==> src/common/cpu_defs.svh <==
`ifndef CPU_DEFS_SVH
`define CPU_DEFS_SVH

// Datapath sizes.
`define CPU_WORD_W 32
`define CPU_NREGS  16

// Instruction fields.
`define CPU_OP_HI  31
`define CPU_OP_LO  27
`define CPU_RA_HI  26
`define CPU_RA_LO  23
`define CPU_RB_HI  22
`define CPU_RB_LO  19
`define CPU_RC_HI  18
`define CPU_RC_LO  15
`define CPU_IMM_HI 18
`define CPU_IMM_LO 0

// Opcodes.
`define OP_LDI  5'd0
`define OP_ADD  5'd3
`define OP_SUB  5'd4
`define OP_AND  5'd5
`define OP_OR   5'd6
`define OP_SHR  5'd7
`define OP_SHRA 5'd8
`define OP_SHL  5'd9
`define OP_ROR  5'd10
`define OP_ROL  5'd11
`define OP_NEG  5'd16
`define OP_NOT  5'd17

`endif

==> src/common/cpuPkg.sv <==
`include "cpu_defs.svh"

package cpuPkg;

    typedef logic [`CPU_WORD_W-1:0] word_t;             // Data and instruction word.
    typedef logic [$clog2(`CPU_NREGS)-1:0] regIdx_t;    // General register index.
    typedef logic [`CPU_OP_HI-`CPU_OP_LO:0] opcode_t;   // Instruction opcode field.

    // ALU operations share their codes with the opcodes.
    typedef enum logic [4:0] {
        ALU_LDI   = `OP_LDI,
        ALU_ADD   = `OP_ADD,
        ALU_SUB   = `OP_SUB,
        ALU_AND   = `OP_AND,
        ALU_OR    = `OP_OR,
        ALU_SHR   = `OP_SHR,
        ALU_SHRA  = `OP_SHRA,
        ALU_SHL   = `OP_SHL,
        ALU_ROR   = `OP_ROR,
        ALU_ROL   = `OP_ROL,
        ALU_NEG   = `OP_NEG,
        ALU_NOT   = `OP_NOT,
        ALU_INCR  = 5'd30,  // Bus operand plus one, for the PC.
        ALU_PASSB = 5'd31
    } aluOp_t;

    typedef enum logic [2:0] {
        BUS_NONE,
        BUS_PC,
        BUS_MDR,
        BUS_ZLO,
        BUS_REG,
        BUS_IMM
    } busSrc_t;

    typedef struct packed {
        busSrc_t busSrc;
        regIdx_t regSel;
        logic    regWrite;
        logic    pcLoad;
        logic    marLoad;
        logic    mdrLoad;
        logic    irLoad;
        logic    yLoad;
        logic    zLoad;
        aluOp_t  aluOp;
    } ctrlWord_t;

    typedef struct packed {
        logic    valid;
        regIdx_t regAddr;   // Written register.
        word_t   data;
    } retire_t;

endpackage

==> src/logic/registerFile.sv <==
`timescale 1ns/100ps
`include "cpu_defs.svh"

module registerFile (
    input  logic            clk,
    input  logic            rst,
    input  cpuPkg::regIdx_t regSel,
    input  logic            regWrite,
    input  cpuPkg::word_t   wrData,
    output cpuPkg::word_t   rdData
);
    import cpuPkg::*;

    word_t regs [`CPU_NREGS];

    // Combinational read onto the bus side.
    assign rdData = regs[regSel];

    always_ff @(posedge clk) begin
        if (rst) begin
            for (int i = 0; i < `CPU_NREGS; i++) begin
                regs[i] <= '0;
            end
        end else if (regWrite) begin
            regs[regSel] <= wrData;  // Write takes the bus value.
        end
    end

endmodule

==> src/logic/alu.sv <==
`timescale 1ns/100ps
`include "cpu_defs.svh"

module alu (
    input  cpuPkg::word_t  a,
    input  cpuPkg::word_t  b,
    input  cpuPkg::aluOp_t op,
    output cpuPkg::word_t  result
);
    import cpuPkg::*;

    localparam int shiftW = $clog2(`CPU_WORD_W);

    logic [shiftW-1:0]         amount;
    logic [2*`CPU_WORD_W-1:0]  rotRight;
    logic [2*`CPU_WORD_W-1:0]  rotLeft;
    word_t                     shiftArith;

    assign amount = b[shiftW-1:0];  // Shift count from the low bits of B.

    // Rotates come from shifting a doubled copy of A.
    assign rotRight   = {a, a} >> amount;
    assign rotLeft    = {a, a} << amount;
    assign shiftArith = $signed(a) >>> amount;

    always_comb begin
        case (op)
            ALU_ADD:  result = a + b;
            ALU_SUB:  result = a - b;
            ALU_AND:  result = a & b;
            ALU_OR:   result = a | b;
            ALU_SHR:  result = a >> amount;
            ALU_SHRA: result = shiftArith;    // Sign fill.
            ALU_SHL:  result = a << amount;
            ALU_ROR:  result = rotRight[`CPU_WORD_W-1:0];
            ALU_ROL:  result = rotLeft[2*`CPU_WORD_W-1:`CPU_WORD_W];
            ALU_NEG:  result = -a;
            ALU_NOT:  result = ~a;
            ALU_INCR: result = b + 1'b1;      // PC on the bus plus one.
            default:  result = b;             // PASSB and anything unused.
        endcase
    end

    always_comb begin
        if (op == ALU_SHRA) begin
            assert (result[`CPU_WORD_W-1] == a[`CPU_WORD_W-1])
                else $error("shra changed the sign bit.");
        end
    end

endmodule

==> src/control/controlUnit.sv <==
`timescale 1ns/100ps
`include "cpu_defs.svh"

module controlUnit (
    input  logic              clk,
    input  logic              rst,
    input  cpuPkg::word_t     ir,
    input  logic              memReqReady,
    input  logic              memRspValid,
    output logic              memReqValid,
    output cpuPkg::ctrlWord_t ctrl,
    output logic              retireValid
);
    import cpuPkg::*;

    typedef enum logic [2:0] {T0, T1, T2, T3, T4, T5, T6} step_t;

    step_t   step;
    step_t   stepNext;
    opcode_t opcode;
    regIdx_t ra;
    regIdx_t rb;
    regIdx_t rc;
    logic    isLdi;
    logic    isAlu;

    assign opcode = ir[`CPU_OP_HI:`CPU_OP_LO];
    assign ra     = ir[`CPU_RA_HI:`CPU_RA_LO];
    assign rb     = ir[`CPU_RB_HI:`CPU_RB_LO];
    assign rc     = ir[`CPU_RC_HI:`CPU_RC_LO];

    // Instruction class.
    always_comb begin
        isLdi = (opcode == `OP_LDI);
        case (opcode)
            `OP_ADD, `OP_SUB, `OP_AND, `OP_OR, `OP_SHR, `OP_SHRA,
            `OP_SHL, `OP_ROR, `OP_ROL, `OP_NEG, `OP_NOT: isAlu = 1'b1;
            default: isAlu = 1'b0;
        endcase
    end

    always_comb begin
        stepNext = step;
        case (step)
            T0: stepNext = T1;
            T1: if (memReqReady) stepNext = T2;  // Wait for the request to be taken.
            T2: if (memRspValid) stepNext = T3;  // Wait for the instruction word.
            T3: stepNext = (isLdi || isAlu) ? T4 : T0;  // Unknown opcodes are skipped.
            T4: stepNext = isLdi ? T0 : T5;
            T5: stepNext = T6;
            T6: stepNext = T0;
            default: stepNext = T0;
        endcase
    end

    always_ff @(posedge clk) begin
        if (rst) begin
            step <= T0;
        end else begin
            step <= stepNext;
        end
    end

    // Control word for the current step.
    always_comb begin
        ctrl        = '0;
        ctrl.busSrc = BUS_NONE;
        ctrl.aluOp  = ALU_PASSB;
        memReqValid = 1'b0;
        retireValid = 1'b0;
        case (step)
            T0: begin
                ctrl.busSrc  = BUS_PC;
                ctrl.marLoad = 1'b1;
                ctrl.zLoad   = 1'b1;
                ctrl.aluOp   = ALU_INCR;
            end
            T1: begin
                ctrl.busSrc  = BUS_ZLO;
                ctrl.pcLoad  = 1'b1;  // Z holds PC+1 for the whole wait.
                memReqValid  = 1'b1;
            end
            T2: ctrl.mdrLoad = memRspValid;
            T3: begin
                ctrl.busSrc  = BUS_MDR;
                ctrl.irLoad  = 1'b1;
            end
            T4: begin
                if (isLdi) begin
                    ctrl.busSrc   = BUS_IMM;
                    ctrl.regSel   = ra;
                    ctrl.regWrite = 1'b1;
                    retireValid   = 1'b1;
                end else begin
                    ctrl.busSrc   = BUS_REG;  // Rb into Y.
                    ctrl.regSel   = rb;
                    ctrl.yLoad    = 1'b1;
                end
            end
            T5: begin
                ctrl.busSrc  = BUS_REG;
                ctrl.regSel  = rc;
                ctrl.zLoad   = 1'b1;
                ctrl.aluOp   = aluOp_t'(opcode);
            end
            T6: begin
                ctrl.busSrc   = BUS_ZLO;
                ctrl.regSel   = ra;
                ctrl.regWrite = 1'b1;
                retireValid   = 1'b1;
            end
            default: ;
        endcase
    end

    // A pending fetch request must not be withdrawn.
    assert property (@(posedge clk) disable iff (rst)
        memReqValid && !memReqReady |=> memReqValid)
        else $error("memReqValid dropped before memReqReady.");

endmodule

==> src/datapath/datapathCore.sv <==
`timescale 1ns/100ps
`include "cpu_defs.svh"

module datapathCore (
    input  logic              clk,
    input  logic              rst,
    input  cpuPkg::ctrlWord_t ctrl,
    input  cpuPkg::word_t     regData,
    input  cpuPkg::word_t     aluResult,
    input  cpuPkg::word_t     memRspData,
    output cpuPkg::word_t     bus,
    output cpuPkg::word_t     y,
    output cpuPkg::word_t     ir,
    output cpuPkg::word_t     memReqAddr
);
    import cpuPkg::*;

    localparam int immW = `CPU_IMM_HI - `CPU_IMM_LO + 1;

    word_t pc;
    word_t mar;
    word_t mdr;
    word_t irReg;
    word_t z;
    word_t imm;
    logic  irStale;  // MDR holds a word not yet copied to IR.

    // Sign-extended constant field.
    assign imm = {{(`CPU_WORD_W - immW){irReg[`CPU_IMM_HI]}},
                  irReg[`CPU_IMM_HI:`CPU_IMM_LO]};

    always_comb begin
        case (ctrl.busSrc)
            BUS_PC:  bus = pc;
            BUS_MDR: bus = mdr;
            BUS_ZLO: bus = z;
            BUS_REG: bus = regData;
            BUS_IMM: bus = imm;
            default: bus = '0;
        endcase
    end

    always_ff @(posedge clk) begin
        if (rst) begin
            pc  <= '0;
            mar <= '0;
        end else begin
            if (ctrl.pcLoad) begin
                pc <= bus;
            end
            if (ctrl.marLoad) begin
                mar <= bus;
            end
        end
    end

    always_ff @(posedge clk) begin
        if (rst) begin
            irStale <= 1'b0;
        end else if (ctrl.mdrLoad) begin
            irStale <= 1'b1;
        end else if (ctrl.irLoad) begin
            irStale <= 1'b0;
        end
    end

    // MDR is filled straight from the fetch response.
    always_ff @(posedge clk) begin
        if (ctrl.mdrLoad) begin
            mdr <= memRspData;
        end
        if (ctrl.irLoad) begin
            irReg <= bus;
        end
        if (ctrl.yLoad) begin
            y <= bus;
        end
        if (ctrl.zLoad) begin
            z <= aluResult;
        end
    end

    // Decode sees the new word during the MDR to IR step.
    assign ir = irStale ? mdr : irReg;

    assign memReqAddr = mar;

    assert property (@(posedge clk) disable iff (rst)
        (mdr != $past(mdr)) |-> ($past(ctrl.mdrLoad) && (mdr == $past(memRspData))))
        else $error("MDR changed without a memory response load.");

endmodule

==> src/logic/cpuTop.sv <==
`timescale 1ns/100ps

module cpuTop (
    input  logic            clk,
    input  logic            rst,
    output logic            memReqValid,
    input  logic            memReqReady,
    output cpuPkg::word_t   memReqAddr,
    input  logic            memRspValid,
    input  cpuPkg::word_t   memRspData,
    output cpuPkg::retire_t retire
);
    import cpuPkg::*;

    ctrlWord_t ctrl;
    word_t     ir;
    word_t     bus;
    word_t     y;
    word_t     regData;
    word_t     aluResult;
    logic      retireValid;

    controlUnit uControl (
        .clk         (clk),
        .rst         (rst),
        .ir          (ir),
        .memReqReady (memReqReady),
        .memRspValid (memRspValid),
        .memReqValid (memReqValid),
        .ctrl        (ctrl),
        .retireValid (retireValid)
    );

    datapathCore uDatapath (
        .clk        (clk),
        .rst        (rst),
        .ctrl       (ctrl),
        .regData    (regData),
        .aluResult  (aluResult),
        .memRspData (memRspData),
        .bus        (bus),
        .y          (y),
        .ir         (ir),
        .memReqAddr (memReqAddr)
    );

    registerFile uRegs (
        .clk      (clk),
        .rst      (rst),
        .regSel   (ctrl.regSel),
        .regWrite (ctrl.regWrite),
        .wrData   (bus),
        .rdData   (regData)
    );

    alu uAlu (
        .a      (y),
        .b      (bus),
        .op     (ctrl.aluOp),
        .result (aluResult)
    );

    // The bus carries the value being written whenever a retire is flagged.
    assign retire = '{valid: retireValid, regAddr: ctrl.regSel, data: bus};

endmodule

==> config.mk <==
export PLATFORM = sky130hd
export DESIGN_NAME = cpuTop
export DESIGN_NICKNAME = d
export VERILOG_FILES = /design/src/common/cpuPkg.sv /design/src/logic/registerFile.sv /design/src/logic/alu.sv /design/src/control/controlUnit.sv /design/src/datapath/datapathCore.sv /design/src/logic/cpuTop.sv
export VERILOG_INCLUDE_DIRS = /design/src /design/src/common
export SDC_FILE = /design/constraint.sdc
export NUM_CORES = 2
export LEC_CHECK = 0
export BUFFER_PORTS_ARGS = -buffer_cell sky130_fd_sc_hd__buf_2
export CAP_MARGIN = 20
export CORE_MARGIN = 2
export CORE_UTILIZATION = 45
export DETAILED_ROUTE_END_ITERATION = 7
export PLACE_DENSITY_LB_ADDON = 0.2
export SYNTH_ARGS = -nofsm -noshare
export SYNTH_HDL_FRONTEND = slang
export SYNTH_HIERARCHICAL = 1
export SYNTH_SLANG_ARGS = --single-unit
==> constraint.sdc <==
create_clock -name clk -period 18.8 [get_ports clk]
set_input_delay 2.82 -clock clk [delete_from_list [all_inputs] [get_ports clk]]
set_output_delay 2.82 -clock clk [all_outputs]
set_load 0.02 [all_outputs]
==> reports/results.ini <==
[power]
ir_drop_uv = 72.46
switchingPower_w = 0.001521
intPower_w = 0.003116
p_per_area_nw_per_um2 = 96.30
seqPwrFrac_pct = 39.7
leakage_nw = 17.84
switching_share_pct = 32.80
p_clk_share_pct = 34.2
combPwrFrac_pct = 26.1

[setup_path]
path_class = register to output port
crit_path_frequent_cell = buf_4
cp_num_buf_inv = 6
cpPeakStageDelay_ns = 0.84
r2r.worst_path.cells = 26
reg2reg_to = uDatapath/z[28]$_DFFE_PP_
r2r-start = uDatapath/irStale$_SDFFE_PP0P_
worstPathCellList = mux2_2 -> nor3_2 -> a21oi_4 -> mux2i_1 -> o21ai_4 -> buf_4 -> buf_4 -> buf_4 -> mux4_2 -> a22oi_1 -> nand2_1 -> mux2_4 -> a222oi_1 -> inv_4 -> buf_4 -> buf_2
cp_data_required_time_ns = 15.98
endpoint_kind = output port
crit_path_top_delay_cell = dfxtp_1
critPathTopFamily = buffers and inverters
crit_fanout = 78
cp-start-kind = register
worst_ep_arrival_time_ns = 8.14
r2r_slack_ns = 8.44

[global_route]
grt_usage_pct = 31.80
antenna_found_initial = 8
grt_max_degree = 79
grt_pass1_vias = 31540
grt-ovfl-total = 0
grt_pass1_wl_mm = 230.0

[sta]
tightest_slew_ns = 1.161
fmax_ghz = 0.09126
setup_ws_ns = 7.842
setup_violations = 0
max_slew_margin_pct = 22.59
hold_viol_final = 0
tns_ns = 0
clock_skew_ns = 0.03024
post-route-period-util_pct = 58.29
rsz0062_at_grt = false
slew_violations = 0
fin_crit_ns = 10.96

[floorplan]
die-area_um2 = 99530
initial_utilization_pct = 45.28
die_h_um = 315.5
std_cell_rows = 114
ios = 106
core_um2 = 96420
die_w_um = 315.5

[route]
drt_iter0_markers = 4756
route.detailed.drc = 0
viasPerCell = 6.505
wl_per_cell_um = 31.02
num_vias = 33680
totalWireLength_mm = 160.6
drtPass1Iterations = 6
final_antenna_net_count = 0

[min_path]
hold_start = uDatapath/pc[8]$_SDFFE_PP0P_
hold_class = register to register
hold_end = uDatapath/pc[8]$_SDFFE_PP0P_
min_path_cells = 2

[clock_network]
ctsRootBufferMaster = clkbuf_16
clkLatencyLatePin_ns = 0.64
cts_sinks = 708
cts_buffers = 81
hold_buffers = 0
cts_resized = 0
htree_levels = 3
cts_buffer_depth = 3
cts.clk_slew.worst_paths_ns = 0.06
cts_tree = done
post_cts_buffers = 0

[cells_and_area]
layout-drive-gt1-share_pct = 18.48
area_growth_pct = 10.29
mostFrequentLayoutCell = edfxtp_1
nNetsFinal = 4001
layout_common_cells = edfxtp_1, and2_1, nor2_1

[logic_synthesis]
synthesis.area_um2 = 43660
postSynthCellCount = 3844
synth_nets = 4010
ys_warn_count = 6
syn_avg_cell_area_um2 = 11.36

[outcome]
status = completed

[job]
max-cap-violations = 0

[placement]
numPortBuffers = 105
gp_congestion = 1.043
post-place-ws_ns = 8.602
dp_hpwl_mm = 104.3

## registers in the layout, summed over array words and instances (netlist names)
name and count:
uDatapath/irReg 32, uDatapath/y 32, uControl/step 3, uDatapath/pc 32, uDatapath/mdr 32, uRegs/regs 512
uDatapath/irStale 1, uDatapath/memReqAddr 32, uDatapath/z 32
## stage by stage
stage	total power (W)	utilization [%]	cell area [µm²]	cells	hold slack (ns)
finish	0.004637	49.94	48150	5178	0.4846
CTS	0.004619	49.92	48130	5176	0.4822
floorplan	0.002645	-	43660	3844	0.4592
global placement	0.003041	47.17	45480	5027	0.4675
global route	0.004793	49.94	48150	5177	0.5003
detailed placement	0.003037	47.17	45480	5027	0.4745
## routing by layer
layer | GRT usage (%) | up-vias | wire (µm)
met5 | 0 | - | 24
met4 | 9.231 | 4 | 5220
met3 | 8.048 | 273 | 19560
met2 | 45.47 | 2152 | 68030
met1 | 47.53 | 16910 | 67800
li1 | - | 14340 | -
## power groups by stage
stage               clock network, W  logic (W)  registers [W]
floorplan                          0   0.000785        0.00186
global placement                   0    0.00117        0.00187
detailed placement                 0    0.00117        0.00187
CTS                          0.00161    0.00117        0.00184
global route                 0.00167    0.00128        0.00184
finish                       0.00159    0.00121        0.00184
## area by class of cell
class	instances	area (µm²)
antenna	1	2.502
sequential	708	20580
inverter	122	467.9
tap	1276	1597
timing repair buffer	237	1531
clock inverter	46	485.5
multi-input combinational	2685	21330
fill	8685	48270
clock buffer	103	2161
## worst register-to-register path: stages (launching register included)
cell and delay (ns):
dfxtp_1 0.84, mux2_2 0.47, nor3_2 0.29, a21oi_4 0.17
mux2i_1 0.20, o21ai_4 0.15, buf_4 0.58, buf_4 0.77
buf_4 0.75, mux4_2 0.60, a22oi_1 0.34, nand2_1 0.15
mux2_4 0.29, a222oi_1 0.59, inv_4 0.45, inv_1 0.31
buf_4 0.57, ha_1 0.29, nor2b_1 0.17, a311oi_1 0.09
nor2b_1 0.25, o21ai_1 0.27, a21oi_1 0.49, o21ai_0 0.25
a2111oi_0 0.51, o21ai_0 0.13, a32oi_1 0.23
## worst max path at each step
| stage | start | endpoint | slack, ns | depth (start not counted) |
|---|---|---|---|---|
| after floorplan | uDatapath/irStale$_SDFFE_PP0P_ | uDatapath/z[31]$_DFFE_PP_ | 10.41 | 30 |
| after global placement | uDatapath/irStale$_SDFFE_PP0P_ | retire[3] | 8.71 | 16 |
| after detailed placement | uDatapath/irStale$_SDFFE_PP0P_ | retire[3] | 8.60 | 16 |
| after CTS | uDatapath/irStale$_SDFFE_PP0P_ | retire[3] | 7.87 | 16 |
| after global routing | uDatapath/irStale$_SDFFE_PP0P_ | retire[3] | 7.40 | 16 |
| final | uDatapath/irStale$_SDFFE_PP0P_ | retire[3] | 7.84 | 16 |
Note: power is estimated with default switching activity, not from simulation.
